File: src/nanorv32_defs.svh
`ifndef NANORV32_DEFS_SVH
`define NANORV32_DEFS_SVH

// Datapath word width
`define NANORV32_XLEN 32

// RV32I major opcodes, low two bits always 11
`define NANORV32_OPC_LUI      7'b0110111
`define NANORV32_OPC_AUIPC    7'b0010111
`define NANORV32_OPC_JAL      7'b1101111
`define NANORV32_OPC_JALR     7'b1100111
`define NANORV32_OPC_BRANCH   7'b1100011
`define NANORV32_OPC_LOAD     7'b0000011
`define NANORV32_OPC_STORE    7'b0100011
`define NANORV32_OPC_OP_IMM   7'b0010011
`define NANORV32_OPC_OP       7'b0110011
`define NANORV32_OPC_MISC_MEM 7'b0001111
`define NANORV32_OPC_SYSTEM   7'b1110011

// ADDI x0,x0,0
`define NANORV32_RESET_INSTR  32'h0000_0013

`endif

File: src/nanorv32_pkg.sv
`include "nanorv32_defs.svh"

package nanorv32_pkg;

    // Instruction word and its fields
    typedef logic [`NANORV32_XLEN-1:0] instr_t;
    typedef logic [6:0] opcode_t;
    typedef logic [2:0] funct3_t;
    typedef logic [6:0] funct7_t;

    // Instructions recognised by the decoder
    // OR sits after BEQ so that the other codes keep their order
    typedef enum logic [5:0] {
        INSTR_AND,
        INSTR_LBU,
        INSTR_FENCE,
        INSTR_SW,
        INSTR_BLTU,
        INSTR_XOR,
        INSTR_SLTU,
        INSTR_ANDI,
        INSTR_JALR,
        INSTR_BLT,
        INSTR_SCALL,
        INSTR_FENCE_I,
        INSTR_JAL,
        INSTR_LH,
        INSTR_LW,
        INSTR_ADD,
        INSTR_AUIPC,
        INSTR_LUI,
        INSTR_BNE,
        INSTR_SBREAK,
        INSTR_BGEU,
        INSTR_SLTIU,
        INSTR_SRAI,
        INSTR_ORI,
        INSTR_XORI,
        INSTR_LB,
        INSTR_SUB,
        INSTR_SRA,
        INSTR_BGE,
        INSTR_SLT,
        INSTR_SRLI,
        INSTR_SLTI,
        INSTR_SRL,
        INSTR_SLL,
        INSTR_LHU,
        INSTR_SH,
        INSTR_SLLI,
        INSTR_ADDI,
        INSTR_SB,
        INSTR_BEQ,
        INSTR_OR,
        INSTR_ILLEGAL
    } instr_kind_e;

    typedef enum logic [1:0] {
        PC_NEXT_PLUS4,
        PC_NEXT_ALU_RES,
        PC_NEXT_COND_PC_PLUS_IMMSB
    } pc_next_sel_e;

    typedef enum logic [3:0] {
        ALU_OP_NOP,
        ALU_OP_ADD,
        ALU_OP_SUB,
        ALU_OP_AND,
        ALU_OP_OR,
        ALU_OP_XOR,
        ALU_OP_LSHIFT,
        ALU_OP_RSHIFT,
        ALU_OP_ARSHIFT,
        ALU_OP_EQ,
        ALU_OP_NEQ,
        ALU_OP_LT_SIGNED,
        ALU_OP_LT_UNSIGNED,
        ALU_OP_GE_SIGNED,
        ALU_OP_GE_UNSIGNED
    } alu_op_sel_e;

    typedef enum logic {
        PORTA_RS1,
        PORTA_PC_EXE
    } alu_porta_sel_e;

    typedef enum logic [2:0] {
        PORTB_RS2,
        PORTB_IMM12,
        PORTB_IMM12HILO,
        PORTB_IMM20U,
        PORTB_IMM20UJ,
        PORTB_SHAMT
    } alu_portb_sel_e;

    typedef enum logic [2:0] {
        SIZE_READ_WORD,
        SIZE_READ_BYTE,
        SIZE_READ_BYTE_UNSIGNED,
        SIZE_READ_HALFWORD,
        SIZE_READ_HALFWORD_UNSIGNED
    } mem_size_read_e;

    typedef enum logic [1:0] {
        SIZE_WRITE_WORD,
        SIZE_WRITE_BYTE,
        SIZE_WRITE_HALFWORD
    } mem_size_write_e;

    typedef enum logic [1:0] {
        REGFILE_SRC_ALU,
        REGFILE_SRC_DATAMEM,
        REGFILE_SRC_PC_EXE_PLUS_4
    } regfile_source_sel_e;

    // Datapath selects, 20 bits
    typedef struct packed {
        pc_next_sel_e        pc_next_sel;
        alu_op_sel_e         alu_op_sel;
        alu_porta_sel_e      alu_porta_sel;
        alu_portb_sel_e      alu_portb_sel;
        mem_size_read_e      datamem_size_read_sel;
        mem_size_write_e     datamem_size_write_sel;
        logic                datamem_read_sel;
        logic                datamem_write_sel;
        regfile_source_sel_e regfile_source_sel;
        logic                regfile_write_sel;
    } decode_ctrl_t;

endpackage

File: src/nanorv32_ctrl_table.sv
`timescale 1ns/1ps

module nanorv32_ctrl_table (
    input  nanorv32_pkg::instr_kind_e  instr_kind,
    output nanorv32_pkg::decode_ctrl_t ctrl
);

    always_comb begin
        // Safe default, also used for illegal words, fences and system calls
        ctrl.pc_next_sel            = nanorv32_pkg::PC_NEXT_PLUS4;
        ctrl.alu_op_sel             = nanorv32_pkg::ALU_OP_NOP;
        ctrl.alu_porta_sel          = nanorv32_pkg::PORTA_RS1;
        ctrl.alu_portb_sel          = nanorv32_pkg::PORTB_RS2;
        ctrl.datamem_size_read_sel  = nanorv32_pkg::SIZE_READ_WORD;
        ctrl.datamem_size_write_sel = nanorv32_pkg::SIZE_WRITE_WORD;
        ctrl.datamem_read_sel       = 1'b0;
        ctrl.datamem_write_sel      = 1'b0;
        ctrl.regfile_source_sel     = nanorv32_pkg::REGFILE_SRC_ALU;
        ctrl.regfile_write_sel      = 1'b0;

        // ALU operation
        case (instr_kind)
            nanorv32_pkg::INSTR_ADD, nanorv32_pkg::INSTR_ADDI,
            nanorv32_pkg::INSTR_LB, nanorv32_pkg::INSTR_LH, nanorv32_pkg::INSTR_LW,
            nanorv32_pkg::INSTR_LBU, nanorv32_pkg::INSTR_LHU,
            nanorv32_pkg::INSTR_SB, nanorv32_pkg::INSTR_SH, nanorv32_pkg::INSTR_SW,
            nanorv32_pkg::INSTR_JAL, nanorv32_pkg::INSTR_JALR, nanorv32_pkg::INSTR_AUIPC:
                ctrl.alu_op_sel = nanorv32_pkg::ALU_OP_ADD;
            nanorv32_pkg::INSTR_SUB:
                ctrl.alu_op_sel = nanorv32_pkg::ALU_OP_SUB;
            nanorv32_pkg::INSTR_AND, nanorv32_pkg::INSTR_ANDI:
                ctrl.alu_op_sel = nanorv32_pkg::ALU_OP_AND;
            nanorv32_pkg::INSTR_OR, nanorv32_pkg::INSTR_ORI:
                ctrl.alu_op_sel = nanorv32_pkg::ALU_OP_OR;
            nanorv32_pkg::INSTR_XOR, nanorv32_pkg::INSTR_XORI:
                ctrl.alu_op_sel = nanorv32_pkg::ALU_OP_XOR;
            nanorv32_pkg::INSTR_SLL, nanorv32_pkg::INSTR_SLLI:
                ctrl.alu_op_sel = nanorv32_pkg::ALU_OP_LSHIFT;
            nanorv32_pkg::INSTR_SRL, nanorv32_pkg::INSTR_SRLI:
                ctrl.alu_op_sel = nanorv32_pkg::ALU_OP_RSHIFT;
            nanorv32_pkg::INSTR_SRA, nanorv32_pkg::INSTR_SRAI:
                ctrl.alu_op_sel = nanorv32_pkg::ALU_OP_ARSHIFT;
            nanorv32_pkg::INSTR_BEQ:
                ctrl.alu_op_sel = nanorv32_pkg::ALU_OP_EQ;
            nanorv32_pkg::INSTR_BNE:
                ctrl.alu_op_sel = nanorv32_pkg::ALU_OP_NEQ;
            nanorv32_pkg::INSTR_SLT, nanorv32_pkg::INSTR_SLTI, nanorv32_pkg::INSTR_BLT:
                ctrl.alu_op_sel = nanorv32_pkg::ALU_OP_LT_SIGNED;
            nanorv32_pkg::INSTR_SLTU, nanorv32_pkg::INSTR_SLTIU, nanorv32_pkg::INSTR_BLTU:
                ctrl.alu_op_sel = nanorv32_pkg::ALU_OP_LT_UNSIGNED;
            nanorv32_pkg::INSTR_BGE:
                ctrl.alu_op_sel = nanorv32_pkg::ALU_OP_GE_SIGNED;
            nanorv32_pkg::INSTR_BGEU:
                ctrl.alu_op_sel = nanorv32_pkg::ALU_OP_GE_UNSIGNED;
            default: ;
        endcase

        // Operands, next PC and writeback by instruction format
        case (instr_kind)
            nanorv32_pkg::INSTR_ADD, nanorv32_pkg::INSTR_SUB, nanorv32_pkg::INSTR_SLL,
            nanorv32_pkg::INSTR_SLT, nanorv32_pkg::INSTR_SLTU, nanorv32_pkg::INSTR_XOR,
            nanorv32_pkg::INSTR_SRL, nanorv32_pkg::INSTR_SRA, nanorv32_pkg::INSTR_OR,
            nanorv32_pkg::INSTR_AND: begin
                ctrl.regfile_write_sel = 1'b1;
            end
            nanorv32_pkg::INSTR_ADDI, nanorv32_pkg::INSTR_SLTI, nanorv32_pkg::INSTR_SLTIU,
            nanorv32_pkg::INSTR_XORI, nanorv32_pkg::INSTR_ORI, nanorv32_pkg::INSTR_ANDI: begin
                ctrl.alu_portb_sel     = nanorv32_pkg::PORTB_IMM12;
                ctrl.regfile_write_sel = 1'b1;
            end
            nanorv32_pkg::INSTR_SLLI, nanorv32_pkg::INSTR_SRLI, nanorv32_pkg::INSTR_SRAI: begin
                ctrl.alu_portb_sel     = nanorv32_pkg::PORTB_SHAMT;
                ctrl.regfile_write_sel = 1'b1;
            end
            nanorv32_pkg::INSTR_LB, nanorv32_pkg::INSTR_LH, nanorv32_pkg::INSTR_LW,
            nanorv32_pkg::INSTR_LBU, nanorv32_pkg::INSTR_LHU: begin
                ctrl.alu_portb_sel      = nanorv32_pkg::PORTB_IMM12;
                ctrl.datamem_read_sel   = 1'b1;
                ctrl.regfile_source_sel = nanorv32_pkg::REGFILE_SRC_DATAMEM;
                ctrl.regfile_write_sel  = 1'b1;
            end
            nanorv32_pkg::INSTR_SB, nanorv32_pkg::INSTR_SH, nanorv32_pkg::INSTR_SW: begin
                ctrl.alu_portb_sel     = nanorv32_pkg::PORTB_IMM12HILO;
                ctrl.datamem_write_sel = 1'b1;
            end
            nanorv32_pkg::INSTR_BEQ, nanorv32_pkg::INSTR_BNE, nanorv32_pkg::INSTR_BLT,
            nanorv32_pkg::INSTR_BGE, nanorv32_pkg::INSTR_BLTU, nanorv32_pkg::INSTR_BGEU: begin
                ctrl.pc_next_sel = nanorv32_pkg::PC_NEXT_COND_PC_PLUS_IMMSB;
            end
            nanorv32_pkg::INSTR_JAL: begin
                ctrl.pc_next_sel        = nanorv32_pkg::PC_NEXT_ALU_RES;
                ctrl.alu_porta_sel      = nanorv32_pkg::PORTA_PC_EXE;
                ctrl.alu_portb_sel      = nanorv32_pkg::PORTB_IMM20UJ;
                ctrl.regfile_source_sel = nanorv32_pkg::REGFILE_SRC_PC_EXE_PLUS_4;
                ctrl.regfile_write_sel  = 1'b1;
            end
            nanorv32_pkg::INSTR_JALR: begin
                ctrl.pc_next_sel        = nanorv32_pkg::PC_NEXT_ALU_RES;
                ctrl.alu_portb_sel      = nanorv32_pkg::PORTB_IMM12;
                ctrl.regfile_source_sel = nanorv32_pkg::REGFILE_SRC_PC_EXE_PLUS_4;
                ctrl.regfile_write_sel  = 1'b1;
            end
            nanorv32_pkg::INSTR_AUIPC: begin
                ctrl.alu_porta_sel     = nanorv32_pkg::PORTA_PC_EXE;
                ctrl.alu_portb_sel     = nanorv32_pkg::PORTB_IMM20U;
                ctrl.regfile_write_sel = 1'b1;
            end
            // ALU passes port B through unchanged
            nanorv32_pkg::INSTR_LUI: begin
                ctrl.alu_portb_sel     = nanorv32_pkg::PORTB_IMM20U;
                ctrl.regfile_write_sel = 1'b1;
            end
            default: ;
        endcase

        // Access size of narrow loads and stores
        case (instr_kind)
            nanorv32_pkg::INSTR_LB:
                ctrl.datamem_size_read_sel = nanorv32_pkg::SIZE_READ_BYTE;
            nanorv32_pkg::INSTR_LBU:
                ctrl.datamem_size_read_sel = nanorv32_pkg::SIZE_READ_BYTE_UNSIGNED;
            nanorv32_pkg::INSTR_LH:
                ctrl.datamem_size_read_sel = nanorv32_pkg::SIZE_READ_HALFWORD;
            nanorv32_pkg::INSTR_LHU:
                ctrl.datamem_size_read_sel = nanorv32_pkg::SIZE_READ_HALFWORD_UNSIGNED;
            nanorv32_pkg::INSTR_SB:
                ctrl.datamem_size_write_sel = nanorv32_pkg::SIZE_WRITE_BYTE;
            nanorv32_pkg::INSTR_SH:
                ctrl.datamem_size_write_sel = nanorv32_pkg::SIZE_WRITE_HALFWORD;
            default: ;
        endcase
    end

endmodule

File: src/nanorv32_decode_stage.sv
`timescale 1ns/1ps
`include "nanorv32_defs.svh"

module nanorv32_decode_stage (
    input  logic                       clk,
    input  logic                       rst_n,
    input  logic                       instr_valid,
    input  nanorv32_pkg::instr_t       instr,
    output logic                       dec_valid,
    output nanorv32_pkg::decode_ctrl_t ctrl,
    output logic                       illegal_instruction
);

    nanorv32_pkg::instr_t      instruction_r;
    nanorv32_pkg::instr_kind_e instr_kind;

    // Instruction register, holds its word between strobes
    always_ff @(posedge clk or negedge rst_n) begin
        if (!rst_n) begin
            instruction_r <= `NANORV32_RESET_INSTR;
        end else if (instr_valid) begin
            instruction_r <= instr;
        end
    end

    // Decode is valid the cycle after each accepted strobe
    always_ff @(posedge clk or negedge rst_n) begin
        if (!rst_n) begin
            dec_valid <= 1'b0;
        end else begin
            dec_valid <= instr_valid;
        end
    end

    nanorv32_instr_match u_instr_match (
        .instruction_r       (instruction_r),
        .instr_kind          (instr_kind),
        .illegal_instruction (illegal_instruction)
    );

    nanorv32_ctrl_table u_ctrl_table (
        .instr_kind (instr_kind),
        .ctrl       (ctrl)
    );

endmodule

File: src/nanorv32_instr_match.sv
`timescale 1ns/1ps
`include "nanorv32_defs.svh"

module nanorv32_instr_match (
    input  nanorv32_pkg::instr_t      instruction_r,
    output nanorv32_pkg::instr_kind_e instr_kind,
    output logic                      illegal_instruction
);

    nanorv32_pkg::opcode_t opcode;
    nanorv32_pkg::funct3_t funct3;
    nanorv32_pkg::funct7_t funct7;
    logic                  funct7_zero;
    logic                  funct7_alt;

    assign opcode = instruction_r[6:0];
    assign funct3 = instruction_r[14:12];
    assign funct7 = instruction_r[31:25];

    // SUB, SRA and SRAI use the alternate funct7
    assign funct7_zero = (funct7 == 7'b0000000);
    assign funct7_alt  = (funct7 == 7'b0100000);

    // Opcode values carry the 11 low bits, so a compressed word never matches
    always_comb begin
        instr_kind = nanorv32_pkg::INSTR_ILLEGAL;
        case (opcode)
            `NANORV32_OPC_LUI:   instr_kind = nanorv32_pkg::INSTR_LUI;
            `NANORV32_OPC_AUIPC: instr_kind = nanorv32_pkg::INSTR_AUIPC;
            `NANORV32_OPC_JAL:   instr_kind = nanorv32_pkg::INSTR_JAL;
            `NANORV32_OPC_JALR: begin
                if (funct3 == 3'b000)
                    instr_kind = nanorv32_pkg::INSTR_JALR;
            end
            `NANORV32_OPC_BRANCH: begin
                case (funct3)
                    3'b000:  instr_kind = nanorv32_pkg::INSTR_BEQ;
                    3'b001:  instr_kind = nanorv32_pkg::INSTR_BNE;
                    3'b100:  instr_kind = nanorv32_pkg::INSTR_BLT;
                    3'b101:  instr_kind = nanorv32_pkg::INSTR_BGE;
                    3'b110:  instr_kind = nanorv32_pkg::INSTR_BLTU;
                    3'b111:  instr_kind = nanorv32_pkg::INSTR_BGEU;
                    default: instr_kind = nanorv32_pkg::INSTR_ILLEGAL;
                endcase
            end
            `NANORV32_OPC_LOAD: begin
                case (funct3)
                    3'b000:  instr_kind = nanorv32_pkg::INSTR_LB;
                    3'b001:  instr_kind = nanorv32_pkg::INSTR_LH;
                    3'b010:  instr_kind = nanorv32_pkg::INSTR_LW;
                    3'b100:  instr_kind = nanorv32_pkg::INSTR_LBU;
                    3'b101:  instr_kind = nanorv32_pkg::INSTR_LHU;
                    default: instr_kind = nanorv32_pkg::INSTR_ILLEGAL;
                endcase
            end
            `NANORV32_OPC_STORE: begin
                case (funct3)
                    3'b000:  instr_kind = nanorv32_pkg::INSTR_SB;
                    3'b001:  instr_kind = nanorv32_pkg::INSTR_SH;
                    3'b010:  instr_kind = nanorv32_pkg::INSTR_SW;
                    default: instr_kind = nanorv32_pkg::INSTR_ILLEGAL;
                endcase
            end
            `NANORV32_OPC_OP_IMM: begin
                case (funct3)
                    3'b000: instr_kind = nanorv32_pkg::INSTR_ADDI;
                    3'b010: instr_kind = nanorv32_pkg::INSTR_SLTI;
                    3'b011: instr_kind = nanorv32_pkg::INSTR_SLTIU;
                    3'b100: instr_kind = nanorv32_pkg::INSTR_XORI;
                    3'b110: instr_kind = nanorv32_pkg::INSTR_ORI;
                    3'b111: instr_kind = nanorv32_pkg::INSTR_ANDI;
                    3'b001: begin
                        if (funct7_zero)
                            instr_kind = nanorv32_pkg::INSTR_SLLI;
                    end
                    default: begin
                        if (funct7_zero)
                            instr_kind = nanorv32_pkg::INSTR_SRLI;
                        else if (funct7_alt)
                            instr_kind = nanorv32_pkg::INSTR_SRAI;
                    end
                endcase
            end
            `NANORV32_OPC_OP: begin
                if (funct7_zero) begin
                    case (funct3)
                        3'b000:  instr_kind = nanorv32_pkg::INSTR_ADD;
                        3'b001:  instr_kind = nanorv32_pkg::INSTR_SLL;
                        3'b010:  instr_kind = nanorv32_pkg::INSTR_SLT;
                        3'b011:  instr_kind = nanorv32_pkg::INSTR_SLTU;
                        3'b100:  instr_kind = nanorv32_pkg::INSTR_XOR;
                        3'b101:  instr_kind = nanorv32_pkg::INSTR_SRL;
                        3'b110:  instr_kind = nanorv32_pkg::INSTR_OR;
                        default: instr_kind = nanorv32_pkg::INSTR_AND;
                    endcase
                end else if (funct7_alt) begin
                    if (funct3 == 3'b000)
                        instr_kind = nanorv32_pkg::INSTR_SUB;
                    else if (funct3 == 3'b101)
                        instr_kind = nanorv32_pkg::INSTR_SRA;
                end
            end
            `NANORV32_OPC_MISC_MEM: begin
                if (funct3 == 3'b000)
                    instr_kind = nanorv32_pkg::INSTR_FENCE;
                else if (funct3 == 3'b001)
                    instr_kind = nanorv32_pkg::INSTR_FENCE_I;
            end
            `NANORV32_OPC_SYSTEM: begin
                // Only the two exact environment call words
                if (instruction_r == 32'h0000_0073)
                    instr_kind = nanorv32_pkg::INSTR_SCALL;
                else if (instruction_r == 32'h0010_0073)
                    instr_kind = nanorv32_pkg::INSTR_SBREAK;
            end
            default: instr_kind = nanorv32_pkg::INSTR_ILLEGAL;
        endcase
    end

    assign illegal_instruction = (instr_kind == nanorv32_pkg::INSTR_ILLEGAL);

endmodule

File: config.mk
export PLATFORM = sky130hd
export DESIGN_NAME = nanorv32_decode_stage
export DESIGN_NICKNAME = d
export VERILOG_FILES = /design/src/nanorv32_pkg.sv /design/src/nanorv32_ctrl_table.sv /design/src/nanorv32_decode_stage.sv /design/src/nanorv32_instr_match.sv
export VERILOG_INCLUDE_DIRS = /design/src /design/src/src
export SDC_FILE = /design/constraint.sdc
export NUM_CORES = 1
export LEC_CHECK = 0
export BUFFER_PORTS_ARGS = -buffer_cell sky130_fd_sc_hd__clkbuf_2
export CAP_MARGIN = 0
export CORE_MARGIN = 3
export CORE_UTILIZATION = 52
export CTS_BUF_LIST = sky130_fd_sc_hd__clkbuf_8
export DETAILED_ROUTE_END_ITERATION = 7
export GPL_TIMING_DRIVEN = 0
export HOLD_SLACK_MARGIN = 0.1
export PLACE_DENSITY_LB_ADDON = 0.2
export RECOVER_POWER = 100
export SKIP_LAST_GASP = 1
export SLEW_MARGIN = 25
export SYNTH_ARGS = -nofsm -noshare
export SYNTH_HDL_FRONTEND = slang
export SYNTH_SLANG_ARGS = --single-unit
File: constraint.sdc
create_clock -name clk -period 2.9 [get_ports clk]
set_clock_uncertainty 0.2 [all_clocks]
set_input_delay 0.435 -clock clk [delete_from_list [all_inputs] [get_ports clk]]
set_output_delay 0.435 -clock clk [all_outputs]
set_load 0.03 [all_outputs]
==> qor.yml <==
critPathRequiredTime_ns: 2.27
h-tree-depth: 2
synth-edff-count: 0
cp-end-kind: "output pin"
final_cells: 546
drt-wirelength-per-cell_um: 24.16
regArea_um2: 832.0
grt_max_degree: 34
vias_per_cell: 7.148
dr_total_vias: 3903
netlist_instances: 351
final_common_cell: "buf_4"
powerDensity_nw_per_um2: 374.1
numCtsBuffers: 5
start_util_pct: 55.02
grt_pass1_wl_um: 17530
ant_nets: 0
gp_congestion: 0.9845
cts_tree: "done"
yosysSeqAreaShare_pct: 28.96
relSlewSlack_pct: -14.44
dp.cells: 477
cts.sinks: 33
cts_buffer_depth: 2
ys_warn_count: 0
violations: "design-rule violations, max-capacitance violations, max-slew violations, negative setup slack"
drc: 1
ios: 57
place_area_um2: 3423
firstDrtPassIters: 8
first_iter_violations: 528
async_flop_share_pct: 100.0
die_y_um: 80.22
fmax_mhz: 239.8
report.final.slew_viol_count: 34
die_area_um2: 6434
root_buffer: "clkbuf_8"
fillers: 212
synthTopCellsByArea: "dfrtp_1, mux2_2, nand2_1"
period_share_pct: 143.8
finalSetupViolCount: 17
fin_nets: 510
hold_violations: 0
multi_input_area_um2: 2489
clk_latency_ns: 0.28
layout_common_cells: "buf_4, clkbuf_2, nand2_1"
synth_ff_type: "dfrtp_1"
worst_ep_arrival_time_ns: 3.53
hold_class: "primary input to flip-flop"
area_delta_synth_final_pct: 65.40
yosysTopAreaCell: "dfrtp_1"
p_total_mw: 1.772
rows: 26
syn_nets: 386
status: "finished with violations"
routed_wl_um: 13190
port_buffers: 56
fin_ws_ns: -1.270
grt_pass1_vias: 3500
setup_tns_ns: -15.92
maxCapViolCount: 1
final_layout_size_suffix_gt1_share_pct: 56.51
grt_use_total_pct: 34.74
stdcell_area_um2: 4737
cp-start-kind: "flip-flop"
netlist_area_um2: 2864
place_ws_ns: -1.026
die_x_um: 80.22
rsz0062_at_grt: "yes"
syn_area_per_cell_um2: 8.160
antenna_found_initial: 0
grt_overflow: 0
yosys.area.top_type_share_pct: 26.21
clkSlewWorstSetupHoldPaths_ns: 0.07
leakage_nw: 1.987
ys_seq_elements: 33
final_core_util_pct: 91.01
cp_max_fo: 10
dp_hpwl_um: 6693
max-vdd-ir-drop_mv: 0.7609
yosysUniqueCellTypes: 62
hold_slack_ns: 0.1625
layout_min_cycle_time_ns: 4.170
core_um2: 5205
crit_type: "flip-flop to output pin"
n_antenna_cell: 0
worstMarginPinSlew_ns: 1.717
==> Yosys cell counts (9+ instances only) <==
cell type,instances
nand3_1,14
nand2_1,38
nor4_1,9
mux2_2,26
nor3_1,16
o21ai_0,23
nand2b_1,11
dfrtp_1,30
clkbuf_1,10
a21oi_1,16
buf_2,12
nor2_1,26
==> worst max-delay path, cell delays in order (launching register included) <==
cell,delay (ns)
dfrtp_1,0.39
buf_6,0.15
buf_6,0.15
o21ai_0,0.55
nand2_1,0.18
o21ai_0,0.31
o21bai_1,0.18
nand4_4,0.16
buf_4,0.12
buf_4,0.10
nand2b_1,0.16
nor3_1,0.07
o31ai_1,0.36
nand4_1,0.16
clkbuf_8,0.19
==> what timing repair did <==
action,4_1_cts,5_1_grt
setup buffers,39,23
gates resized for setup,117,62
endpoints found under the setup margin,18,18
pin swaps,29,28
hold buffers,2,0
hold endpoints to repair,31,0
gates cloned,1,0
==> state kept, by name, summed over array words and instances (netlist names) <==
signal	count
dec_valid	1
instruction_r	32
==> report_power, final <==
part | switching, mW | leakage, nW | internal [mW]
clock network | 0.170 | 0.0543 | 0.257
logic | 0.443 | 1.55 | 0.342
registers | 0.0508 | 0.383 | 0.509
total | 0.664 | 1.99 | 1.11
==> layer usage <==
layer	vias up	global-route usage, %	share of wire (%)	wire length [um]
li1	1567	-	-	-
met1	1811	42.70	35	4566
met3	140	8.072	12	1518
met2	385	58.36	46	6054
met4	0	14.02	8.0	1054
met5	-	0	0	0
==> cells by family after synthesis <==
group | after synthesis | share of synthesized area (%)
flip-flops | 33 | 28.96
XOR/XNOR | 2 | 0.6117
AO/OA/AOI/OAI | 94 | 22.28
buffers and inverters | 35 | 6.291
AND/OR/NAND/NOR | 161 | 31.63
multiplexers | 26 | 10.22
==> layout make-up <==
cell class,instances,share of cell area [%]
well taps,70,1.849
clock buffers,5,1.453
multi-input cells,283,52.54
plain buffers,27,5.415
flip-flops and latches,33,17.56
repair buffers,119,19.73
inverters,6,0.4754
clock inverters,3,0.9773
==> worst paths after layout <==
path | start | to | slack, ns | cells after the start
max | instruction_r[14] | ctrl[0] | -1.27 | 14
min | instr[20] | instruction_r[20] | 0.16 | 3
max reg2reg | instruction_r[6] | instruction_r[6] | 1.47 | 4
min reg2reg | instruction_r[18] | instruction_r[18] | 0.31 | 1
max in group asynchronous | rst_n | instruction_r[2] | 0.44 | 2
min in group asynchronous | rst_n | instruction_r[13] | 0.95 | 2
Power figures use the tool's default switching activity.
